[config.mk]
export PLATFORM = sky130hd
export DESIGN_NAME = e300_radio_io
export DESIGN_NICKNAME = d
export VERILOG_FILES = /design/src/e300_radio_io_pkg.sv /design/src/mode_phase_ctrl.sv /design/src/rx_deinterleave.sv /design/src/tx_interleave.sv /design/src/e300_radio_io.sv
export VERILOG_INCLUDE_DIRS = /design/src
export SDC_FILE = /design/constraint.sdc
export NUM_CORES = 1
export LEC_CHECK = 0
export ABC_AREA = 0
export BUFFER_PORTS_ARGS = -buffer_cell sky130_fd_sc_hd__buf_2
export CAP_MARGIN = 20
export CORE_MARGIN = 4
export CORE_UTILIZATION = 56
export DETAILED_ROUTE_END_ITERATION = 10
export PLACE_DENSITY_LB_ADDON = 0.12
export REMOVE_ABC_BUFFERS = 1
export SLEW_MARGIN = 15
export SYNTH_ARGS = -nofsm -noshare
export SYNTH_HDL_FRONTEND = slang
export SYNTH_SLANG_ARGS = --single-unit
[constraint.sdc]
create_clock -name siso_clk2 -period 3.84 [get_ports siso_clk2]
set_clock_uncertainty 0.1 [all_clocks]
set_input_delay 0 -clock siso_clk2 [delete_from_list [all_inputs] [get_ports siso_clk2]]
set_output_delay 0 -clock siso_clk2 [all_outputs]
set_load 0.01 [all_outputs]
[src/e300_radio_io_settings.svh]
`ifndef E300_RADIO_IO_SETTINGS_SVH
`define E300_RADIO_IO_SETTINGS_SVH

// ------------------------------------------------------------------------
// Sample format
// ------------------------------------------------------------------------

// Width of one I or Q component on the AD9361 data bus
// One component per DDR edge, so two per siso_clk2 cycle
`define E300_SAMPLE_W 12

// ------------------------------------------------------------------------
// Mode control
// ------------------------------------------------------------------------

// Flops in the MIMO level synchroniser
// Mode level comes from the bus clock side, keep this at 2 or more
`define E300_SYNC_STAGES 2

`endif

[src/e300_radio_io_pkg.sv]
`include "e300_radio_io_settings.svh"

package e300_radio_io_pkg;

   // ---------------------------------------------------------------------
   // Baseband sample types
   // ---------------------------------------------------------------------

   // One complex sample, I in the upper half
   typedef struct packed {
      logic [`E300_SAMPLE_W-1:0] i;
      logic [`E300_SAMPLE_W-1:0] q;
   } sample_t;

   // Both radio channels side by side
   // Channel 0 sits in the upper half
   typedef struct packed {
      sample_t ch0;
      sample_t ch1;
   } chan_pair_t;

   // ---------------------------------------------------------------------
   // DDR pin words, both edges of one siso_clk2 cycle
   // ---------------------------------------------------------------------

   // RX side
   // Rising edge carries Q, falling edge carries I
   typedef struct packed {
      logic                      frame;
      logic [`E300_SAMPLE_W-1:0] rise;
      logic [`E300_SAMPLE_W-1:0] fall;
   } rx_ddr_t;

   // TX side
   // Rising edge carries I, falling edge carries Q
   typedef struct packed {
      logic                      frame_rise;
      logic                      frame_fall;
      logic [`E300_SAMPLE_W-1:0] rise;
      logic [`E300_SAMPLE_W-1:0] fall;
   } tx_ddr_t;

endpackage

[src/mode_phase_ctrl.sv]
`timescale 1ns/1ps
`include "e300_radio_io_settings.svh"

module mode_phase_ctrl (
   input  logic siso_clk2,
   input  logic arst_n_i,
   input  logic mimo_i,
   output logic mimo_sync_o,
   output logic radio_strobe_o
);

   // ------------------------------------------------------------------------
   // MIMO level synchroniser
   // ------------------------------------------------------------------------

   // Shift chain, mimo_i enters at bit 0
   logic [`E300_SYNC_STAGES-1:0] sync_q;

   always_ff @(posedge siso_clk2 or negedge arst_n_i) begin
      if (!arst_n_i) begin
         // Start in SISO mode
         sync_q <= '0;
      end else begin
         sync_q <= {sync_q[`E300_SYNC_STAGES-2:0], mimo_i};
      end
   end

   assign mimo_sync_o = sync_q[`E300_SYNC_STAGES-1];

   // ------------------------------------------------------------------------
   // Radio-rate phase and strobe
   // ------------------------------------------------------------------------

   // Toggles every cycle in MIMO mode, parked at 0 in SISO mode
   logic phase_q;

   always_ff @(posedge siso_clk2 or negedge arst_n_i) begin
      if (!arst_n_i) begin
         phase_q <= 1'b0;
      end else if (!mimo_sync_o) begin
         phase_q <= 1'b0;
      end else begin
         phase_q <= ~phase_q;
      end
   end

   // SISO runs at full rate, MIMO at half rate
   // First MIMO strobe lands one cycle after mimo_sync_o rises
   assign radio_strobe_o = mimo_sync_o ? phase_q : 1'b1;

   // Half rate in MIMO, never two strobes back to back
   a_mimo_strobe_gap : assert property (@(posedge siso_clk2) disable iff (!arst_n_i)
      (mimo_sync_o && radio_strobe_o) |=> !(mimo_sync_o && radio_strobe_o));

endmodule

[src/rx_deinterleave.sv]
`timescale 1ns/1ps

module rx_deinterleave
   import e300_radio_io_pkg::*;
(
   input  logic       siso_clk2,
   input  logic       arst_n_i,
   input  rx_ddr_t    rx_pins_i,
   input  logic       mimo_sync_i,
   output chan_pair_t rx_chan_o,
   output logic       rx_valid_o
);

   // ------------------------------------------------------------------------
   // Capture stage
   // ------------------------------------------------------------------------

   // Registered pin word
   // I from the falling edge, Q from the rising edge
   sample_t cap_q;
   logic    cap_frame_q;

   always_ff @(posedge siso_clk2 or negedge arst_n_i) begin
      if (!arst_n_i) begin
         cap_q       <= '0;
         cap_frame_q <= 1'b0;
      end else begin
         cap_q.i     <= rx_pins_i.fall;
         cap_q.q     <= rx_pins_i.rise;
         // Frame half sampled with the I word
         cap_frame_q <= rx_pins_i.frame;
      end
   end

   // ------------------------------------------------------------------------
   // Channel steering
   // ------------------------------------------------------------------------

   // Channel 0 sample waiting for its channel 1 partner
   sample_t    pend_q;

   // Output pair and its valid pulse
   chan_pair_t chan_q;
   logic       valid_q;

   always_ff @(posedge siso_clk2 or negedge arst_n_i) begin
      if (!arst_n_i) begin
         pend_q  <= '0;
         chan_q  <= '0;
         valid_q <= 1'b0;
      end else if (!mimo_sync_i) begin
         // SISO
         // Same sample on both channels, every cycle
         chan_q.ch0 <= cap_q;
         chan_q.ch1 <= cap_q;
         valid_q    <= 1'b1;
      end else if (cap_frame_q) begin
         // MIMO, frame high
         // Channel 0 half of the pair, hold it
         pend_q  <= cap_q;
         valid_q <= 1'b0;
      end else begin
         // MIMO, frame low
         // Channel 1 half completes the pair
         // Back to back frame-low words reuse the last held sample
         chan_q.ch0 <= pend_q;
         chan_q.ch1 <= cap_q;
         valid_q    <= 1'b1;
      end
   end

   // ------------------------------------------------------------------------
   // Outputs
   // ------------------------------------------------------------------------

   // Two cycles from pin word to channel pair
   assign rx_chan_o  = chan_q;
   assign rx_valid_o = valid_q;

   // In MIMO mode a valid pair always follows a frame-low capture
   a_mimo_valid_frame : assert property (@(posedge siso_clk2) disable iff (!arst_n_i)
      (rx_valid_o && $past(mimo_sync_i)) |-> !$past(cap_frame_q));

endmodule

[src/tx_interleave.sv]
`timescale 1ns/1ps

module tx_interleave
   import e300_radio_io_pkg::*;
(
   input  logic       siso_clk2,
   input  logic       arst_n_i,
   input  chan_pair_t tx_chan_i,
   input  logic       mimo_sync_i,
   input  logic       radio_strobe_i,
   output tx_ddr_t    tx_pins_o
);

   // ------------------------------------------------------------------------
   // SISO loopback select
   // ------------------------------------------------------------------------

   // Either channel can drive the single SISO stream
   // A zero channel 0 component hands over to channel 1, per component
   sample_t loop_sel;

   always_comb begin
      loop_sel.i = (tx_chan_i.ch0.i != '0) ? tx_chan_i.ch0.i : tx_chan_i.ch1.i;
      loop_sel.q = (tx_chan_i.ch0.q != '0) ? tx_chan_i.ch0.q : tx_chan_i.ch1.q;
   end

   // MIMO always sends channel 0 first
   sample_t first_sel;

   assign first_sel = mimo_sync_i ? tx_chan_i.ch0 : loop_sel;

   // ------------------------------------------------------------------------
   // Channel interleave
   // ------------------------------------------------------------------------

   // Channel 1 parked here for the cycle after the strobe
   sample_t dly_q;

   always_ff @(posedge siso_clk2) begin
      if (radio_strobe_i) begin
         dly_q <= tx_chan_i.ch1;
      end
   end

   // Pin register
   // I on the rising edge, Q on the falling edge
   tx_ddr_t pins_q;

   always_ff @(posedge siso_clk2 or negedge arst_n_i) begin
      if (!arst_n_i) begin
         pins_q <= '0;
      end else begin
         if (radio_strobe_i) begin
            pins_q.rise <= first_sel.i;
            pins_q.fall <= first_sel.q;
         end else begin
            // Second half of a MIMO pair
            pins_q.rise <= dly_q.i;
            pins_q.fall <= dly_q.q;
         end
         // Frame pair
         // MIMO gives 1/1 then 0/0, SISO gives 1/0 every cycle
         pins_q.frame_rise <= radio_strobe_i;
         pins_q.frame_fall <= radio_strobe_i & mimo_sync_i;
      end
   end

   assign tx_pins_o = pins_q;

   // Falling frame half only ever set on a MIMO channel 0 word
   a_frame_pair : assert property (@(posedge siso_clk2) disable iff (!arst_n_i)
      tx_pins_o.frame_fall |-> (tx_pins_o.frame_rise && $past(mimo_sync_i)));

endmodule

[src/e300_radio_io.sv]
`timescale 1ns/1ps

module e300_radio_io
   import e300_radio_io_pkg::*;
(
   input  logic       siso_clk2,
   input  logic       arst_n_i,
   input  logic       mimo_i,
   // AD9361 pin side
   input  rx_ddr_t    rx_pins_i,
   output tx_ddr_t    tx_pins_o,
   // Baseband side
   input  chan_pair_t tx_chan_i,
   output chan_pair_t rx_chan_o,
   output logic       rx_valid_o,
   output logic       radio_strobe_o
);

   // ------------------------------------------------------------------------
   // Mode and radio-rate control
   // ------------------------------------------------------------------------

   logic mimo_sync;

   mode_phase_ctrl i_mode_phase_ctrl (
      .siso_clk2      (siso_clk2),
      .arst_n_i       (arst_n_i),
      .mimo_i         (mimo_i),
      .mimo_sync_o    (mimo_sync),
      .radio_strobe_o (radio_strobe_o)
   );

   // ------------------------------------------------------------------------
   // Sample paths
   // ------------------------------------------------------------------------

   rx_deinterleave i_rx_deinterleave (
      .siso_clk2   (siso_clk2),
      .arst_n_i    (arst_n_i),
      .rx_pins_i   (rx_pins_i),
      .mimo_sync_i (mimo_sync),
      .rx_chan_o   (rx_chan_o),
      .rx_valid_o  (rx_valid_o)
   );

   // New tx_chan_i expected on every strobe cycle
   tx_interleave i_tx_interleave (
      .siso_clk2      (siso_clk2),
      .arst_n_i       (arst_n_i),
      .tx_chan_i      (tx_chan_i),
      .mimo_sync_i    (mimo_sync),
      .radio_strobe_i (radio_strobe_o),
      .tx_pins_o      (tx_pins_o)
   );

endmodule

==> run summary, run 1 <==
Outcome -> complete, no violations
Adder-cell share of the synthesized area -> 0%
Worst r2r dst -> i_tx_interleave.tx_pins_o[2]
Reg2Reg Depth -> 5
RSZ-0062 raised after global routing -> false
Wirelength per Cell -> 16.8 um
Die X-Extent -> 108 um
Place WS -> 1540 ps
CTS tree -> done
Dominant cell type by area after synthesis -> dfrtp_1
Yosys Warn Count -> 0
Main synth FF type -> dfrtp_1
Placeable Area -> 9730 sq um
Nets -> 695
Max-Cap Viols -> 0
CTS clk-pin slew, worst paths -> 60 ps
Detailed Place HPWL -> 7090 um
DRT Pass-1 Iters -> 7
Mapped Area -> 5560 sq um
LEAKAGE -> 3.62 nW
Share of the synthesized area in the top cell type -> 57.2%
Cells on Worst Hold Path -> 2
Vias in the first global route -> 4,232
Setup Buffers After CTS -> 0
Crit Path Class -> reg -> reg
CTS sink count -> 151
Final Cycle Share -> 68.3%
Port bufs -> 151
Total power per unit cell area -> 476 nW/um^2
VDD IR max -> 0.308 mV
Worst EP required -> 4190 ps
Asr flop ratio synth -> 84.1%
Final setup fails -> 0
Routability Congestion -> 0.741
Ratio of cells with drive above 1 in the final layout -> 36.0%
Core Rows -> 36
Post-Synth Simple-Gate Area -> 3.08%
Area Growth Syn to Fin -> 38.9%
CTS Root Cell -> clkbuf_8
Critical path arrival -> 2970 ps
Clock buffer count from CTS -> 17
Fmax -> 381 MHz
Worst slew pin tran -> 993 ps
Initial antenna violation count -> 0
Gr usage total -> 23.5%
Clock Tree Buf Depth -> 2
Compound-Gate Fraction of Synth Area -> 4.32%
Cell count after synthesis -> 376
Die height -> 108 um
Top-count cell post-synth -> dfrtp_1
Multiplexer share of the synthesized area -> 18.4%
Drt initial violations -> 168
Final WL -> 12,800 um
Ant. Diodes -> 0
Post-synth EDFFs -> 24
Post_cts resized -> 0
Main combinational cell family by area after synthesis -> multiplexers
Filler cells -> 567
Via count -> 3,857
Critical path startpoint category -> register
Avg Cell Area, Syn -> 14.8 sq um
Reg-to-Reg Start -> i_mode_phase_ctrl.sync_q[1]
Io pins -> 152
Worst Slack Setup Final -> 1220 ps
Sequential share of the synthesized area -> 70.1%
Synth top area cells -> dfrtp_1 57%, edfxtp_1 13%, mux2_2 9.5%
Hold endpoint -> i_rx_deinterleave.cap_q[1]
Hold_buf cts -> 86
Seq cells post-synth -> 151
Worst-skew pair later-pin latency -> 520 ps
First-pass GRT wire length -> 20,500 um
Distinct cells, synth -> 21
Crit Path Max Fanout -> 52
Final Hold Fails -> 0
Synth Area in XOR/XNOR -> 0%
Critical path capture point type -> register
Largest net degree at the start of global routing -> 74
Full die area -> 11,600 sq um
Post-DR vias/cell -> 5.07
Setup_tns -> 0 ps
Max Slew Vio Count -> 0
Synth cell count leaders -> 127 x dfrtp_1, 48 x mux2i_1, 47 x mux2_2, 26 x nor2_1, 25 x inv_1
Total grt overflow -> 0
HP Class -> in -> reg
Min Tclk post-route -> 2620 ps
R2R setup slack -> 1220 ps
Normalized max-slew margin -> 33.7%
ANT nets after route -> 0
H-Tree Depth -> 4
Hold Path Origin -> rx_pins_i[13]
DR DRC count -> 0
Starting Density -> 57.1%
worst max-delay path by stage:
| stage | start | to | slack, ps | depth (start not counted) |
|---|---|---|---|---|
| 2_1_floorplan | i_mode_phase_ctrl.sync_q[1] | i_tx_interleave.dly_q[0] | 600 | 2 |
| 3_3_place_gp | i_mode_phase_ctrl.sync_q[1] | i_rx_deinterleave.rx_chan_o[10] | 1580 | 4 |
| 3_5_place_dp | i_mode_phase_ctrl.sync_q[1] | i_rx_deinterleave.rx_chan_o[10] | 1540 | 4 |
| 4_1_cts | i_mode_phase_ctrl.sync_q[1] | i_tx_interleave.tx_pins_o[2] | 1300 | 5 |
| 5_1_grt | i_mode_phase_ctrl.sync_q[1] | i_tx_interleave.tx_pins_o[2] | 1080 | 5 |
| 6_report | i_mode_phase_ctrl.sync_q[1] | i_tx_interleave.tx_pins_o[2] | 1220 | 5 |
layout make-up:
type	count	area (sq um)	share of cell area, %
clock buffers	27	462	5.98
clock inverters	1	5.00	0.0648
inverters	25	93.8	1.21
multi-input cells	181	1430	18.5
flip-flops and latches	151	3900	50.5
well taps	133	166	2.15
repair buffers	243	1660	21.5
where the power goes:
part           leakage [nW]  switching, mW  internal, mW
Sequential             1.71         0.0679          1.78
Combinational          1.68          0.227         0.247
Clock                 0.226          0.560         0.795
critical path, stage by stage, from the launching register on:
cell and delay (ps):
dfrtp_2 390, buf_4 290, nor4_2 340, nand4_1 500, o21ai_1 330, dlygate4sd3_1 590
metal layers:
layer | vias up | GRT usage [%] | part of all wire [%]
li1 | 1781 | - | -
met5 | - | 0 | 0
met2 | 152 | 40.4 | 51
met3 | 31 | 7.68 | 7.6
met1 | 1893 | 26.7 | 39
met4 | 0 | 10.4 | 2.5
metrics by stage:
stage	std cells	utilization (%)	power (mW)	hold slack, ps	instance area, sq um
final	761	79.4	3.67	23.6	7720
after global routing	761	79.4	3.84	11.0	7720
after CTS	761	79.4	3.69	2.33	7720
after detailed placement	647	65.7	2.26	9.32	6400
after global placement	647	65.7	2.25	7.45	6400
after floorplan	357	-	2.06	-396	5430
cells in the final DEF (no fill, tap or decap), drive strengths merged:
cell type,n
o21ai,24
clkinv,1
dlygate4sd3,86
nor2,26
nor3,2
edfxtp,24
and2,1
nand4,2
and2b,1
clkbuf,27
nand2,1
mux2i,48
a21oi,24
mux2,48
inv,25
nor4,4
buf,157
dfrtp,127
flip-flops by register name, indices dropped and copies added, names as in the netlist:
register                       cells
i_rx_deinterleave.rx_valid_o       1
i_tx_interleave.tx_pins_o         26
i_mode_phase_ctrl.phase_q          1
i_tx_interleave.dly_q             24
i_rx_deinterleave.pend_q          24
i_rx_deinterleave.cap_frame_q      1
i_mode_phase_ctrl.sync_q           2
i_rx_deinterleave.cap_q           24
i_rx_deinterleave.rx_chan_o       48
logic make-up after synthesis:
group / Yosys count
flip-flops: 151
multiplexers: 96
AO/OA/AOI/OAI: 48
buffers and inverters: 44
AND/OR/NAND/NOR: 37
Power figures use the tool's default switching activity.
==> inputs of run 2 (changes only) <==
--- a/config.mk
+++ b/config.mk
@@ -10,7 +10,7 @@
 export BUFFER_PORTS_ARGS = -buffer_cell sky130_fd_sc_hd__buf_2
 export CAP_MARGIN = 20
 export CORE_MARGIN = 4
-export CORE_UTILIZATION = 56
+export CORE_UTILIZATION = 47
 export DETAILED_ROUTE_END_ITERATION = 10
 export PLACE_DENSITY_LB_ADDON = 0.12
 export REMOVE_ABC_BUFFERS = 1
==> constraint.sdc (replaced) <==
create_clock -name siso_clk2 -period 2.1 [get_ports siso_clk2]
set_clock_uncertainty 0.1 [all_clocks]
set_input_delay 0 -clock siso_clk2 [delete_from_list [all_inputs] [get_ports siso_clk2]]
set_output_delay 0 -clock siso_clk2 [all_outputs]
set_load 0.01 [all_outputs]
==> run 2 against run 1 <==
Die area rose by 18%; cell area rose by 0.96%; utilization fell by 12 points; global-route usage fell by 4.5 points; highest routed layer unchanged.
==> run summary, run 2 (synthesized netlist as in run 1, its figures left out) <==
Placeable Area -> 11,500 sq um (+18%)
Core Rows -> 39 (+8.3%)
Initial antenna violation count -> 0 (unchanged)
Total power per unit cell area -> 921 nW/um^2 (+94%)
Full die area -> 13,600 sq um (+18%)
Crit path cell chain -> and2b_1 > buf_6 > mux2i_1 > o21ai_1 > dlygate4sd3_1
Worst Slack Setup Final -> 127 ps (-1090 ps)
Drt initial violations -> 209 (+24%)
Commonest non-fill, non-tap cells in the layout -> 150 x buf_2, 126 x dfrtp_1, 76 x dlygate4sd3_1, 48 x mux2i_1, 47 x mux2_2
Detailed Place HPWL -> 7440 um (+5.0%)
Final Cycle Share -> 94.0% (+26 points)
Crit Path Max Fanout -> 25 (-52%)
DR DRC count -> 0 (unchanged)
Ant. Diodes -> 0 (unchanged)
Place WS -> 502 ps (-1040 ps)
Max-Cap Viols -> 0 (unchanged)
CTS sink count -> 151 (unchanged)
Gr usage total -> 19.0% (-4.5 points)
Area Growth Syn to Fin -> 40.3%
Crit Path Class -> reg -> reg
Routability Congestion -> 0.763 (+3.0%)
Placed cell count -> 659 (+1.9%)
Worst slew pin tran -> 516 ps (-478 ps)
Design Area, Final -> 7800 sq um (+0.96%)
Ratio of cells with drive above 1 in the final layout -> 37.3% (+1.4 points)
Port bufs -> 151 (unchanged)
Most common cell after layout, fill and taps aside -> buf_2
Total grt overflow -> 0 (unchanged)
Clock Tree Buf Depth -> 2 (unchanged)
Clock buffer count from CTS -> 17 (unchanged)
First-pass GRT wire length -> 19,300 um (-5.9%)
Critical path startpoint category -> register
Final setup fails -> 0 (unchanged)
Normalized max-slew margin -> 65.6% (+32 points)
Starting Density -> 48.3% (-8.9 points)
CTS clk-pin slew, worst paths -> 60 ps (about the same)
Min Tclk post-route -> 1970 ps (-651 ps)
Die height -> 117 um (+8.5%)
Multi-input gate area -> 1430 sq um (unchanged)
CP max-delay cell -> dlygate4sd3_1
Worst EP required -> 2300 ps (-1890 ps)
Outcome -> complete, no violations
CTS Root Cell -> clkbuf_16
Nets -> 687 (-1.2%)
Via count -> 3,682 (-4.5%)
DRT Pass-1 Iters -> 4 (-3)
Filler cells -> 830 (+46%)
Critical path capture point type -> register
RSZ-0062 raised after global routing -> false
CP peak stage delay -> 560 ps (-30 ps)
LEAKAGE -> 3.66 nW (+0.97%)
Critical path arrival -> 2170 ps (-800 ps)
CTS tree -> done
Post-DR vias/cell -> 4.80 (-5.3%)
Largest net degree at the start of global routing -> 70 (-5.4%)
Final Non-Filler Cells -> 767 (+0.79%)
Wirelength per Cell -> 15.6 um (-7.6%)
H-Tree Depth -> 4 (unchanged)
Vias in the first global route -> 3,853 (-9.0%)
Io pins -> 152 (unchanged)
Final WL -> 11,900 um (-6.9%)
ANT nets after route -> 0 (unchanged)
Top Family by Delay on Critical Path -> buffers and inverters
Worst-skew pair later-pin latency -> 420 ps (-100 ps)
Util after Layout -> 67.7% (-12 points)
Fmax -> 507 MHz (+33%)
Post-DP Area -> 6450 sq um (+0.82%)
HP Class -> in -> async
VDD IR max -> 0.580 mV (+88%)
Sequential cell area -> 3900 sq um (unchanged)
Max Slew Vio Count -> 0 (unchanged)
Number of flip-flops in the largest register -> 48 (unchanged)
Worst Path Buf+Inv -> 2 (unchanged)
Die X-Extent -> 117 um (+8.5%)
Final Hold Fails -> 0 (unchanged)
-- run 2: cell types whose count changed in the layout (fill, tap and decap cells not counted), moves of 2 or more --
cell / previous run / this run
bufinv_16: 0 / 2
dlygate4sd3_1: 86 / 76
clkbuf_8: 2 / 5
buf_12: 0 / 2
-- run 2: final cells by class --
class                      count  area share [%]
clock buffer                  30            6.72
clock inverter                 2           0.770
timing repair buffer         235            20.6
inverter                      25            1.20
sequential                   151            50.0
multi-input combinational    181            18.4
tap                          143            2.29
-- run 2: repair_timing --
action                                  CTS  global route
hold buffers                             76             0
gates resized for setup                   0             1
endpoints found under the setup margin    0             1
buffers inserted                          0             0
endpoints found under the hold margin   201             0
-- run 2: power breakdown --
group	switching [mW]	internal (mW)	total (mW)	leakage, nW
registers	0.126	3.25	3.38	1.71
clock network	1.07	1.91	2.98	0.283
logic	0.389	0.438	0.826	1.66
-- run 2: final timing paths --
path                                              from                               to  slack, ps  depth (start not counted)
min reg2reg                i_mode_phase_ctrl.sync_q[0]      i_mode_phase_ctrl.sync_q[1]        270                          0
max                        i_mode_phase_ctrl.sync_q[1]     i_tx_interleave.tx_pins_o[2]        130                          5
max in group asynchronous                     arst_n_i     i_rx_deinterleave.pend_q[10]       1140                          3
max reg2reg                i_mode_phase_ctrl.sync_q[1]     i_tx_interleave.tx_pins_o[2]        130                          5
min in group siso_clk2                    rx_pins_i[0]      i_rx_deinterleave.cap_q[12]        120                          2
min                                           arst_n_i  i_rx_deinterleave.rx_chan_o[39]         20                          2
-- run 2: per-layer routing --
| layer | up-vias | GRT usage (%) | part of all wire (%) |
|---|---|---|---|
| met1 | 1760 | 23.9 | 42 |
| met3 | 16 | 7.72 | 6.8 |
| met5 | - | 0 | 0 |
| li1 | 1774 | - | - |
| met2 | 132 | 30.0 | 49 |
| met4 | 0 | 6.42 | 1.4 |
-- run 2: metrics by stage --
stage | setup TNS [ps] | power (mW) | hold slack [ps]
global route | 0 | 7.52 | 58.6
detailed placement | 0 | 4.15 | -88.3
floorplan | -64800 | 3.78 | -396
finish | 0 | 7.18 | 20.2
global placement | 0 | 4.13 | -92.2
CTS | 0 | 7.27 | 16.3
